`config.mk`:
```
export PLATFORM = sky130hd
export DESIGN_NAME = cpuCore
export DESIGN_NICKNAME = d
export VERILOG_FILES = /design/src/common/mcPkg.sv /design/src/logic/cpuCore.sv /design/src/logic/dataPath.sv /design/src/logic/phaseSeq.sv /design/src/mcrom/mcRom.sv
export VERILOG_INCLUDE_DIRS = /design/src /design/src/mcrom
export SDC_FILE = /design/constraint.sdc
export NUM_CORES = 1
export LEC_CHECK = 0
export ABC_CLOCK_PERIOD_IN_PS = 4450
export BUFFER_PORTS_ARGS = -buffer_cell sky130_fd_sc_hd__buf_2
export CORE_AREA = 2 2 143 145
export CTS_CLUSTER_SIZE = 20
export DETAILED_ROUTE_END_ITERATION = 10
export DIE_AREA = 0 0 145 147
export PLACE_DENSITY = 0.56
export SLEW_MARGIN = 20
export SYNTH_ARGS = -nofsm -noshare
export SYNTH_HDL_FRONTEND = slang
export SYNTH_SLANG_ARGS = --single-unit
```
`constraint.sdc`:
```
create_clock -name CLK -period 4.45 [get_ports CLK]
set_clock_uncertainty 0.05 [all_clocks]
set_input_delay 0 -clock CLK [delete_from_list [all_inputs] [get_ports CLK]]
set_output_delay 0 -clock CLK [all_outputs]
set_load 0.05 [all_outputs]
```
`src/mcrom/mcTables.svh`:
```
`ifndef mcTablesSvh
`define mcTablesSvh

function automatic logic mcKnown(input logic [7:0] opc);
	return opc inside {opLdaa, opLdab, opLds, opAba, opInca, opStaa, opNop};
endfunction

// Step 0 runs right after the fetch, PC already points past the opcode
function automatic mcodeT mcS0(input logic [7:0] opc);
	case (opc)
		opLdaa: return mw(mcLd, srcM, dstA, aluPass, amPC, pcInc, 1'b1, 1'b0);
		opLdab: return mw(mcLd, srcM, dstB, aluPass, amPC, pcInc, 1'b1, 1'b0);
		opLds: return mw(mcLd, srcM, dstSh, aluPass, amPC, pcInc, 1'b0, 1'b0);	// SP high
		opAba: return mw(mcAlu, srcB, dstA, aluAdd, amPC, pcHold, 1'b1, 1'b0);
		opInca: return mw(mcAlu, srcA, dstA, aluInc, amPC, pcHold, 1'b1, 1'b0);
		opStaa: return mw(mcLd, srcM, dstU, aluPass, amPC, pcInc, 1'b0, 1'b0);	// Addr high
		opNop: return mw(mcNon, srcM, dstA, aluPass, amPC, pcHold, 1'b1, 1'b0);
		default: return mcHaltWord;
	endcase
endfunction

function automatic mcodeT mcS1(input logic [7:0] opc);
	case (opc)
		opLds: return mw(mcLd, srcM, dstSl, aluPass, amPC, pcInc, 1'b1, 1'b0);
		opStaa: return mw(mcLd, srcM, dstV, aluPass, amPC, pcInc, 1'b0, 1'b0);	// Addr low
		default: return mcKnown(opc) ? mcNopWord : mcHaltWord;	// Bubble after last
	endcase
endfunction

function automatic mcodeT mcS2(input logic [7:0] opc);
	case (opc)
		opStaa: return mw(mcSt, srcA, dstA, aluPass, amUV, pcHold, 1'b1, 1'b0);
		default: return mcKnown(opc) ? mcNopWord : mcHaltWord;
	endcase
endfunction

// Only ever seen as the bubble behind STAA
function automatic mcodeT mcS3(input logic [7:0] opc);
	return mcKnown(opc) ? mcNopWord : mcHaltWord;
endfunction

function automatic mcodeT mcStep(input int step, input logic [7:0] opc);
	case (step)
		0: return mcS0(opc);
		1: return mcS1(opc);
		2: return mcS2(opc);
		3: return mcS3(opc);
		default: return mcHaltWord;
	endcase
endfunction

`endif

```
`src/common/mcPkg.sv`:
```
`default_nettype none

package mcPkg;

	localparam int mcWidth = 20;
	localparam int mcSteps = 4;	// Exec steps, trailing bubble included
	localparam int stepBits = $clog2(mcSteps);

	typedef logic [5:0] phaseT;
	typedef logic [mcWidth-1:0] mcodeT;

	localparam phaseT phRst = 6'd0;
	localparam phaseT phVect = 6'd1;
	localparam phaseT phVec1 = 6'd2;
	localparam phaseT phVec2 = 6'd3;
	localparam phaseT phFetch = 6'd4;
	localparam phaseT phExec = 6'd5;
	localparam phaseT phExec1 = 6'd6;
	localparam phaseT phExec2 = 6'd7;
	localparam phaseT phExec3 = 6'd8;
	localparam phaseT phIntr = 6'd9;
	localparam phaseT phIntr1 = 6'd10;
	localparam phaseT phIntr2 = 6'd11;
	localparam phaseT phIntr3 = 6'd12;
	localparam phaseT phIntr4 = 6'd13;
	localparam phaseT phIntr5 = 6'd14;
	localparam phaseT phHalt = 6'd15;	// Highest defined code

	// Microword layout, op in the top bits and two spare bits at the bottom
	localparam int mcOpPos = 17;
	localparam int mcSrcPos = 14;
	localparam int mcDstPos = 11;
	localparam int mcAluPos = 9;
	localparam int mcAmPos = 6;
	localparam int mcPcPos = 4;
	localparam int mcLastBit = 3;
	localparam int mcHaltBit = 2;

	localparam logic [2:0] mcLd = 3'd0;
	localparam logic [2:0] mcPsh = 3'd1;	// Write to SP, then SP-1
	localparam logic [2:0] mcSt = 3'd2;
	localparam logic [2:0] mcAlu = 3'd3;
	localparam logic [2:0] mcNon = 3'd4;
	localparam logic [2:0] mcLdv = 3'd5;	// Vector select sits in src

	localparam logic [2:0] srcM = 3'd0;
	localparam logic [2:0] srcA = 3'd1;
	localparam logic [2:0] srcB = 3'd2;
	localparam logic [2:0] srcPl = 3'd3;
	localparam logic [2:0] srcPh = 3'd4;
	localparam logic [2:0] srcT = 3'd5;
	localparam logic [2:0] srcC = 3'd6;	// Flag register
	localparam logic [2:0] srcI = 3'd7;	// Constant zero

	// Destinations are written only by load and alu ops
	localparam logic [2:0] dstA = 3'd0;
	localparam logic [2:0] dstB = 3'd1;
	localparam logic [2:0] dstSh = 3'd2;
	localparam logic [2:0] dstSl = 3'd3;
	localparam logic [2:0] dstPh = 3'd4;
	localparam logic [2:0] dstPl = 3'd5;
	localparam logic [2:0] dstU = 3'd6;
	localparam logic [2:0] dstV = 3'd7;

	localparam logic [1:0] aluPass = 2'd0;
	localparam logic [1:0] aluAdd = 2'd1;	// A + source
	localparam logic [1:0] aluInc = 2'd2;

	localparam logic [2:0] amPC = 3'd0;
	localparam logic [2:0] amSP = 3'd1;
	localparam logic [2:0] amUV = 3'd2;
	localparam logic [2:0] amVh = 3'd3;
	localparam logic [2:0] amVl = 3'd4;

	localparam logic [1:0] pcHold = 2'd0;
	localparam logic [1:0] pcInc = 2'd1;
	localparam logic [1:0] pcLoad = 2'd2;	// PC from U:V

	localparam logic [2:0] vaRst = 3'd0;
	localparam logic [2:0] vaIrq = 3'd1;

	localparam logic [7:0] opLdaa = 8'h86;
	localparam logic [7:0] opLdab = 8'hC6;
	localparam logic [7:0] opLds = 8'h8E;
	localparam logic [7:0] opAba = 8'h1B;
	localparam logic [7:0] opInca = 8'h4C;
	localparam logic [7:0] opStaa = 8'hB7;
	localparam logic [7:0] opNop = 8'h01;

	localparam logic [15:0] vecReset = 16'hFFFE;
	localparam logic [15:0] vecIrq = 16'hFFF8;

	localparam int flagN = 3;	// 6801 CCR positions
	localparam int flagZ = 2;
	localparam int flagC = 0;

	function automatic mcodeT mw(
		input logic [2:0] op,
		input logic [2:0] src,
		input logic [2:0] dst,
		input logic [1:0] aluOp,
		input logic [2:0] am,
		input logic [1:0] pcCtl,
		input logic last,
		input logic halt
	);
		return {op, src, dst, aluOp, am, pcCtl, last, halt, 2'b00};
	endfunction

	localparam mcodeT mcNopWord = {mcNon, srcM, dstA, aluPass, amPC, pcHold, 1'b0, 1'b0, 2'b00};
	localparam mcodeT mcHaltWord = {mcNon, srcM, dstA, aluPass, amPC, pcHold, 1'b0, 1'b1, 2'b00};

endpackage

`default_nettype wire

```
`src/logic/cpuCore.sv`:
```
`default_nettype none

module cpuCore (
	input wire CLK,
	input wire reset,
	input wire irq,
	input wire [7:0] memRdata,
	output logic [15:0] memAddr,
	output logic [7:0] memWdata,
	output logic memWrite,
	output logic halted
);
	import mcPkg::*;

	phaseT phase;
	mcodeT mcode;
	logic [7:0] opcode;

	phaseSeq seq (
		.CLK(CLK),
		.reset(reset),
		.irq(irq),
		.memRdata(memRdata),
		.mcode(mcode),
		.phase(phase),
		.opcode(opcode),
		.halted(halted)
	);

	mcRom rom (
		.CLK(CLK),
		.phase(phase),
		.opcode(opcode),
		.mcode(mcode)
	);

	dataPath dp (
		.CLK(CLK),
		.reset(reset),
		.mcode(mcode),
		.memRdata(memRdata),
		.memAddr(memAddr),
		.memWdata(memWdata),
		.memWrite(memWrite)
	);

endmodule

`default_nettype wire

```
`src/logic/dataPath.sv`:
```
`default_nettype none

module dataPath (
	input wire CLK,
	input wire reset,
	input wire mcPkg::mcodeT mcode,
	input wire [7:0] memRdata,
	output logic [15:0] memAddr,
	output logic [7:0] memWdata,
	output logic memWrite
);
	import mcPkg::*;

	logic [2:0] op;
	logic [2:0] src;
	logic [2:0] dst;
	logic [1:0] aluOp;
	logic [2:0] am;
	logic [1:0] pcCtl;

	logic [15:0] pc;
	logic [15:0] sp;
	logic [7:0] ccr;
	logic [7:0] accA;
	logic [7:0] accB;
	logic [7:0] regT;	// Last written result
	logic [7:0] regU;
	logic [7:0] regV;
	logic [15:0] vecBase;

	logic [7:0] srcVal;
	logic [8:0] aluRes;
	logic writeDst;
	logic setNz;

	assign op = mcode[mcOpPos +: 3];
	assign src = mcode[mcSrcPos +: 3];
	assign dst = mcode[mcDstPos +: 3];
	assign aluOp = mcode[mcAluPos +: 2];
	assign am = mcode[mcAmPos +: 3];
	assign pcCtl = mcode[mcPcPos +: 2];

	always_comb begin
		case (src)
			srcM: srcVal = memRdata;
			srcA: srcVal = accA;
			srcB: srcVal = accB;
			srcPl: srcVal = pc[7:0];
			srcPh: srcVal = pc[15:8];
			srcT: srcVal = regT;
			srcC: srcVal = ccr;
			srcI: srcVal = 8'h00;
		endcase
		case (aluOp)
			aluAdd: aluRes = {1'b0, accA} + {1'b0, srcVal};	// Bit 8 is the carry
			aluInc: aluRes = {1'b0, srcVal} + 9'd1;
			default: aluRes = {1'b0, srcVal};
		endcase
		case (am)
			amSP: memAddr = sp;
			amUV: memAddr = {regU, regV};
			amVh: memAddr = vecBase;
			amVl: memAddr = {vecBase[15:1], 1'b1};
			default: memAddr = pc;
		endcase
	end

	assign writeDst = (op == mcLd) || (op == mcAlu);
	// Address and vector loads into U and V leave the flags alone
	assign setNz = (op == mcAlu) || ((op == mcLd) && (dst != dstU) && (dst != dstV));
	assign memWdata = srcVal;
	assign memWrite = (op == mcPsh) || (op == mcSt);

	always_ff @(posedge CLK) begin
		if (reset) begin
			pc <= 16'h0000;
			sp <= 16'h0000;
			ccr <= 8'h00;
		end else begin
			if (pcCtl == pcInc)
				pc <= pc + 16'd1;
			else if (pcCtl == pcLoad)
				pc <= {regU, regV};
			else if (writeDst && dst == dstPh)
				pc[15:8] <= aluRes[7:0];
			else if (writeDst && dst == dstPl)
				pc[7:0] <= aluRes[7:0];
			if (op == mcPsh)
				sp <= sp - 16'd1;	// Post-decrement push
			else if (writeDst && dst == dstSh)
				sp[15:8] <= aluRes[7:0];
			else if (writeDst && dst == dstSl)
				sp[7:0] <= aluRes[7:0];
			if (setNz) begin
				ccr[flagN] <= aluRes[7];
				ccr[flagZ] <= (aluRes[7:0] == 8'h00);
			end
			if (op == mcAlu && aluOp == aluAdd)
				ccr[flagC] <= aluRes[8];	// inc keeps C
		end
	end

	always_ff @(posedge CLK) begin
		if (writeDst) begin
			regT <= aluRes[7:0];
			case (dst)
				dstA: accA <= aluRes[7:0];
				dstB: accB <= aluRes[7:0];
				dstU: regU <= aluRes[7:0];
				dstV: regV <= aluRes[7:0];
				default: ;
			endcase
		end
		if (op == mcLdv)
			vecBase <= (src == vaIrq) ? vecIrq : vecReset;
	end

	// The ROM never pairs a halt word with a bus write
	assert property (@(posedge CLK) disable iff (reset) mcode[mcHaltBit] |-> !memWrite);

endmodule

`default_nettype wire

```
`src/logic/phaseSeq.sv`:
```
`default_nettype none

module phaseSeq (
	input wire CLK,
	input wire reset,
	input wire irq,
	input wire [7:0] memRdata,
	input wire mcPkg::mcodeT mcode,
	output mcPkg::phaseT phase,
	output logic [7:0] opcode,
	output logic halted
);
	import mcPkg::*;

	phaseT nextPhase;
	logic [7:0] opReg;	// Opcode of the running instruction
	logic mcLast;
	logic mcHalt;

	assign mcLast = mcode[mcLastBit];
	assign mcHalt = mcode[mcHaltBit];

	// The fetch word is on the bus while phExec is presented
	assign opcode = (phase == phExec) ? memRdata : opReg;
	assign halted = (phase == phHalt);

	// mcode belongs to the previous phase, so last is seen one step late
	always_comb begin
		nextPhase = phHalt;
		if (!mcHalt) begin
			case (phase)
				phRst: nextPhase = phVect;
				phVect: nextPhase = phVec1;
				phVec1: nextPhase = phVec2;
				phVec2: nextPhase = phFetch;
				phFetch: nextPhase = phExec;
				phExec, phExec1, phExec2, phExec3: begin
					if (mcLast)
						nextPhase = irq ? phIntr : phFetch;
					else if (phase != phExec3)
						nextPhase = phaseT'(phase + 6'd1);
				end
				phIntr, phIntr1, phIntr2, phIntr3, phIntr4: nextPhase = phaseT'(phase + 6'd1);
				phIntr5: nextPhase = phVect;	// Reuse vector load
				default: nextPhase = phHalt;
			endcase
		end
	end

	always_ff @(posedge CLK) begin
		if (reset) begin
			phase <= phRst;
			opReg <= 8'h00;
		end else begin
			phase <= nextPhase;
			if (phase == phExec)
				opReg <= memRdata;
		end
	end

	// Exec steps never run past the last step table
	assert property (@(posedge CLK) disable iff (reset)
		(phase == phExec3) |-> (mcLast || mcHalt));

endmodule

`default_nettype wire

```
`src/mcrom/mcRom.sv`:
```
`default_nettype none

module mcRom (
	input wire CLK,
	input wire mcPkg::phaseT phase,
	input wire [7:0] opcode,
	output mcPkg::mcodeT mcode
);
	import mcPkg::*;

	`include "mcTables.svh"

	phaseT p;	// Phase seen by the select, one cycle behind
	mcodeT stepWord [mcSteps];
	logic [stepBits-1:0] stepIdx;

	always_ff @(posedge CLK) begin
		p <= phase;
	end

	// One registered table per exec step, all looked up every cycle
	for (genvar k = 0; k < mcSteps; k++) begin : genStep
		always_ff @(posedge CLK) begin
			stepWord[k] <= mcStep(k, opcode);
		end
	end

	assign stepIdx = stepBits'(p - phExec);

	always_comb begin
		case (p)
			phRst:
				mcode = mw(mcLdv, vaRst, dstA, aluPass, amPC, pcHold, 1'b0, 1'b0);
			phVect:
				mcode = mw(mcLd, srcM, dstU, aluPass, amVh, pcHold, 1'b0, 1'b0);
			phVec1:
				mcode = mw(mcLd, srcM, dstV, aluPass, amVl, pcHold, 1'b0, 1'b0);
			phVec2:
				mcode = mw(mcNon, srcM, dstA, aluPass, amPC, pcLoad, 1'b0, 1'b0);
			phFetch:
				mcode = mw(mcNon, srcM, dstA, aluPass, amPC, pcInc, 1'b0, 1'b0);	// Opcode read
			phExec, phExec1, phExec2, phExec3:
				mcode = stepWord[stepIdx];
			phIntr:
				mcode = mw(mcPsh, srcPl, dstA, aluPass, amSP, pcHold, 1'b0, 1'b0);
			phIntr1:
				mcode = mw(mcPsh, srcPh, dstA, aluPass, amSP, pcHold, 1'b0, 1'b0);
			phIntr2:
				mcode = mw(mcPsh, srcA, dstA, aluPass, amSP, pcHold, 1'b0, 1'b0);
			phIntr3:
				mcode = mw(mcPsh, srcB, dstA, aluPass, amSP, pcHold, 1'b0, 1'b0);
			phIntr4:
				mcode = mw(mcPsh, srcC, dstA, aluPass, amSP, pcHold, 1'b0, 1'b0);
			phIntr5:
				mcode = mw(mcLdv, vaIrq, dstA, aluPass, amPC, pcHold, 1'b0, 1'b0);
			default:
				mcode = mcHaltWord;	// phHalt and undefined codes
		endcase
	end

endmodule

`default_nettype wire

```
==> results by group <==
Clock network
  – Clk slew on worst S/H paths: 0.05 ns
  – CTS tree: done
  – CTS root buffer: clkbuf_16
  – Maximum clock path buffer count: 2
  – Clock sink count: 114
  – CTS H-tree lvls: 4
  – Worst-Skew Late Latency: 0.42 ns
  – Cts bufs inserted: 17

STA
  – Max-slew headroom: 39.1%
  – Slew @ Worst Pin: 0.910 ns
  – Final setup vio count: 0
  – Max Transition Viols Final: 0
  – Final Critical Period: 4.30 ns
  – Final period util: 96.6%
  – Final Hold Fails: 0
  – Fmax: 233 MHz
  – Worst hold margin: 0.00437 ns

Finish
  – Share of cells above drive strength 1: 20.6%
  – Fillers: 1,976
  – Antenna diodes: 0
  – Final Cell Area: 8430 um2
  – Util after Layout: 42.5%
  – Nets: 906
  – Area Growth Syn to Fin: 20.5%

GRT
  – Vias in the first global route: 5,954
  – All-Layer GR Usage: 20.3%
  – Global-route wire length before repair: 33,700 um
  – GRT Residual Overflow: 0
  – Initial antenna violation count: 0
  – Pin count of the biggest net entering global routing: 34

Setup path
  – Worst R2R Setup Slack: 0.15 ns
  – Reg2reg end: dp.ccr[2]
  – Setup CP Type: reg2reg
  – Crit-path max FO: 7
  – Slowest CP cell: or4_4
  – CP max stage delay: 0.53 ns
  – RR Startpoint: rom.p[0]
  – Critical path, cell by cell: buf_4 -> ha_4 -> nor3_4 -> o32ai_4 -> a21o_2 -> or4_4 -> o311ai_2 -> a21oi_2 -> nor2_4 -> ha_2 -> inv_1 -> fa_2 -> nor2b_1 -> o21ai_1 -> a21boi_2 -> o21bai_1 -> a21bo_2 -> a21oi_1 -> or4_4 -> nor3_2 -> a32o_1
  – Startpoint types: flip-flop
  – Critical Path End Type: flip-flop
  – FF-to-FF path depth: 21
  – Crit path DAT: 4.61 ns
  – Req. time, crit path: 4.76 ns
  – Most common cell on crit path: or4_4

Floorplanning
  – Die W: 145 um
  – I/O pins: 37
  – Die height: 147 um
  – Core area: 19,800 um2
  – Initial core utilization: 35.3%
  – Row cnt: 52
  – Die Area: 21,300 um2

Flow run
  – Max_cap viols: 0

Worst hold path
  – Min-delay src: irq
  – Hold Path Class: in2reg
  – Hold depth: 5
  – WHS Endpoint: seq.phase[0]

Yosys
  – EDFF count, synth: 41
  – Most frequent cell after synthesis: nor2_1
  – Netlist Area Pre-Place: 7000 um2
  – Yosys cell types: 92
  – Post-Syn Instances: 806
  – Dominant cell type by area after synthesis: dfxtp_1
  – Synth area leaders: dfxtp_1 21%, edfxtp_1 18%, a21oi_1 4.9%
  – Most frequent cells after synthesis: 87 x nor2_1, 73 x dfxtp_1, 73 x nand2_1
  – Count of state elements after synthesis: 114
  – Yosys top cell area share: 20.9%
  – Syn Area/Cell: 8.69 um2
  – Ys Warns: 0
  – Synth Flop Type: dfxtp_1
  – Synth Net Count: 838
  – Sequential-to-total area share from yosys stat: 38.5%
  – Async SR Flop Fraction: 0%

Drt
  – 1st-pass router iterations: 5
  – Final Routed Wirelength: 21,800 um
  – Vias: 6,404
  – Drt drc: 0
  – Detailed Route Iter0 Violations: 560
  – WL per Instance: 18.8 um
  – Vias per cell: 5.54
  – Final ANT Viol Nets: 0

Placement
  – DP Area: 7640 um2
  – Placer Congestion: 0.898
  – Port Buffers: 36
  – HPWL Detailed: 16,000 um

Pwr
  – Pwr dens: 417 nW/um2
  – Worst vdd ir: 0.278 mV
  – Leak pwr: 0.00320 uW

Status
  – Status: finished, final reports clean
-- per-stage QoR --
step | instances | TNS [ns] | setup slack, ns | power, uW
2_1_floorplan | 806 | 0 | 0.00907 | 1950
3_3_place_gp | 1110 | 0 | 0.189 | 2240
3_5_place_dp | 1110 | 0 | 0.124 | 2240
4_1_cts | 1151 | 0 | 0.110 | 3480
5_1_grt | 1157 | -0.0636 | -0.0636 | 3690
6_report | 1157 | 0 | 0.150 | 3520
-- layout make-up --
class	instances	area [um2]	area share, %
clock buffer	20	437	5.18
clock inverter	12	92.6	1.10
inverter	32	120	1.42
multi-input combinational	619	4140	49.1
sequential	114	2700	32.0
tap	270	338	4.01
timing repair buffer	90	608	7.21
-- placed cells by master, fill, tap and decap left out, types with 17 or more instances in the layout --
master	netlist	routed
nand3_1	35	35
clkbuf_16	0	17
nor2_1	87	86
dfxtp_1	73	71
a21oi_1	68	65
inv_1	30	28
buf_4	2	45
nand2_1	73	72
a22oi_1	21	21
o21ai_0	35	33
edfxtp_1	41	41
mux2i_1	24	24
buf_2	11	36
-- registers in the layout (all words and copies together) (netlist names) --
| signal | cells |
|---|---|
| rom.stepWord | 18 |
| dp.pc | 16 |
| dp.sp | 16 |
| dp.accA | 8 |
| dp.accB | 8 |
| dp.regT | 8 |
| dp.regU | 8 |
| dp.regV | 8 |
| seq.opReg | 8 |
| rom.p | 6 |
| seq.phase | 6 |
| dp.ccr | 3 |
| dp.vecBase | 1 |
-- report_power, final --
group | switching [uW] | internal, uW
Sequential | 73.4 | 1170
Clock | 474 | 755
Combinational | 676 | 373
Total | 1220 | 2300
-- kinds of logic (layout without fill, tap and decap cells) --
group                      after synthesis  in the layout  synth area share, %
AOI/OAI and AO/OA                      225            225                 22.5
xor gates and xnor gates                17             17                 2.13
adders and majority gates               21             21                 3.86
buffers and inverters                   73            154                 4.75
DFF                                    114            114                 38.5
muxes                                   33             33                 5.08
other                                    1              1               0.0536
and+or+nand+nor                        322            322                 23.2
-- worst max-delay path, delay by kind of cell, from the launching register on --
family | cells | cell delay, ns
buffers and inverters | 2 | 0.20
AO/OA/AOI/OAI | 10 | 1.36
adder cells (fa/ha/maj) | 3 | 0.68
flip-flops | 1 | 0.36
AND/OR/NAND/NOR | 6 | 1.58
-- worst max-delay path by stage --
| stage | start | endpoint | depth (start not counted) |
|---|---|---|---|
| finish | rom.p[0] | dp.ccr[2] | 21 |
| global route | rom.p[0] | dp.ccr[2] | 21 |
| detailed placement | rom.p[0] | dp.ccr[2] | 21 |
| floorplan | rom.p[0] | dp.ccr[2] | 24 |
| CTS | rom.p[0] | dp.ccr[2] | 21 |
| global placement | rom.p[0] | dp.ccr[2] | 21 |
-- what timing repair did --
action                     in CTS  in global routing
gates resized for setup         0                 25
buffers inserted                0                  6
hold buffers                    9                  0
hold endpoints to repair       22                  0
setup endpoints to repair       0                 11
-- per-layer routing --
layer	part of all wire (%)	global-route usage, %	up-vias
met1	48	28.3	3054
met5	0	0	-
met3	5.8	4.07	26
met2	45	31.3	217
met4	2.2	7.52	0
li1	-	-	3107
No activity file was read; power rests on OpenSTA's default activity.
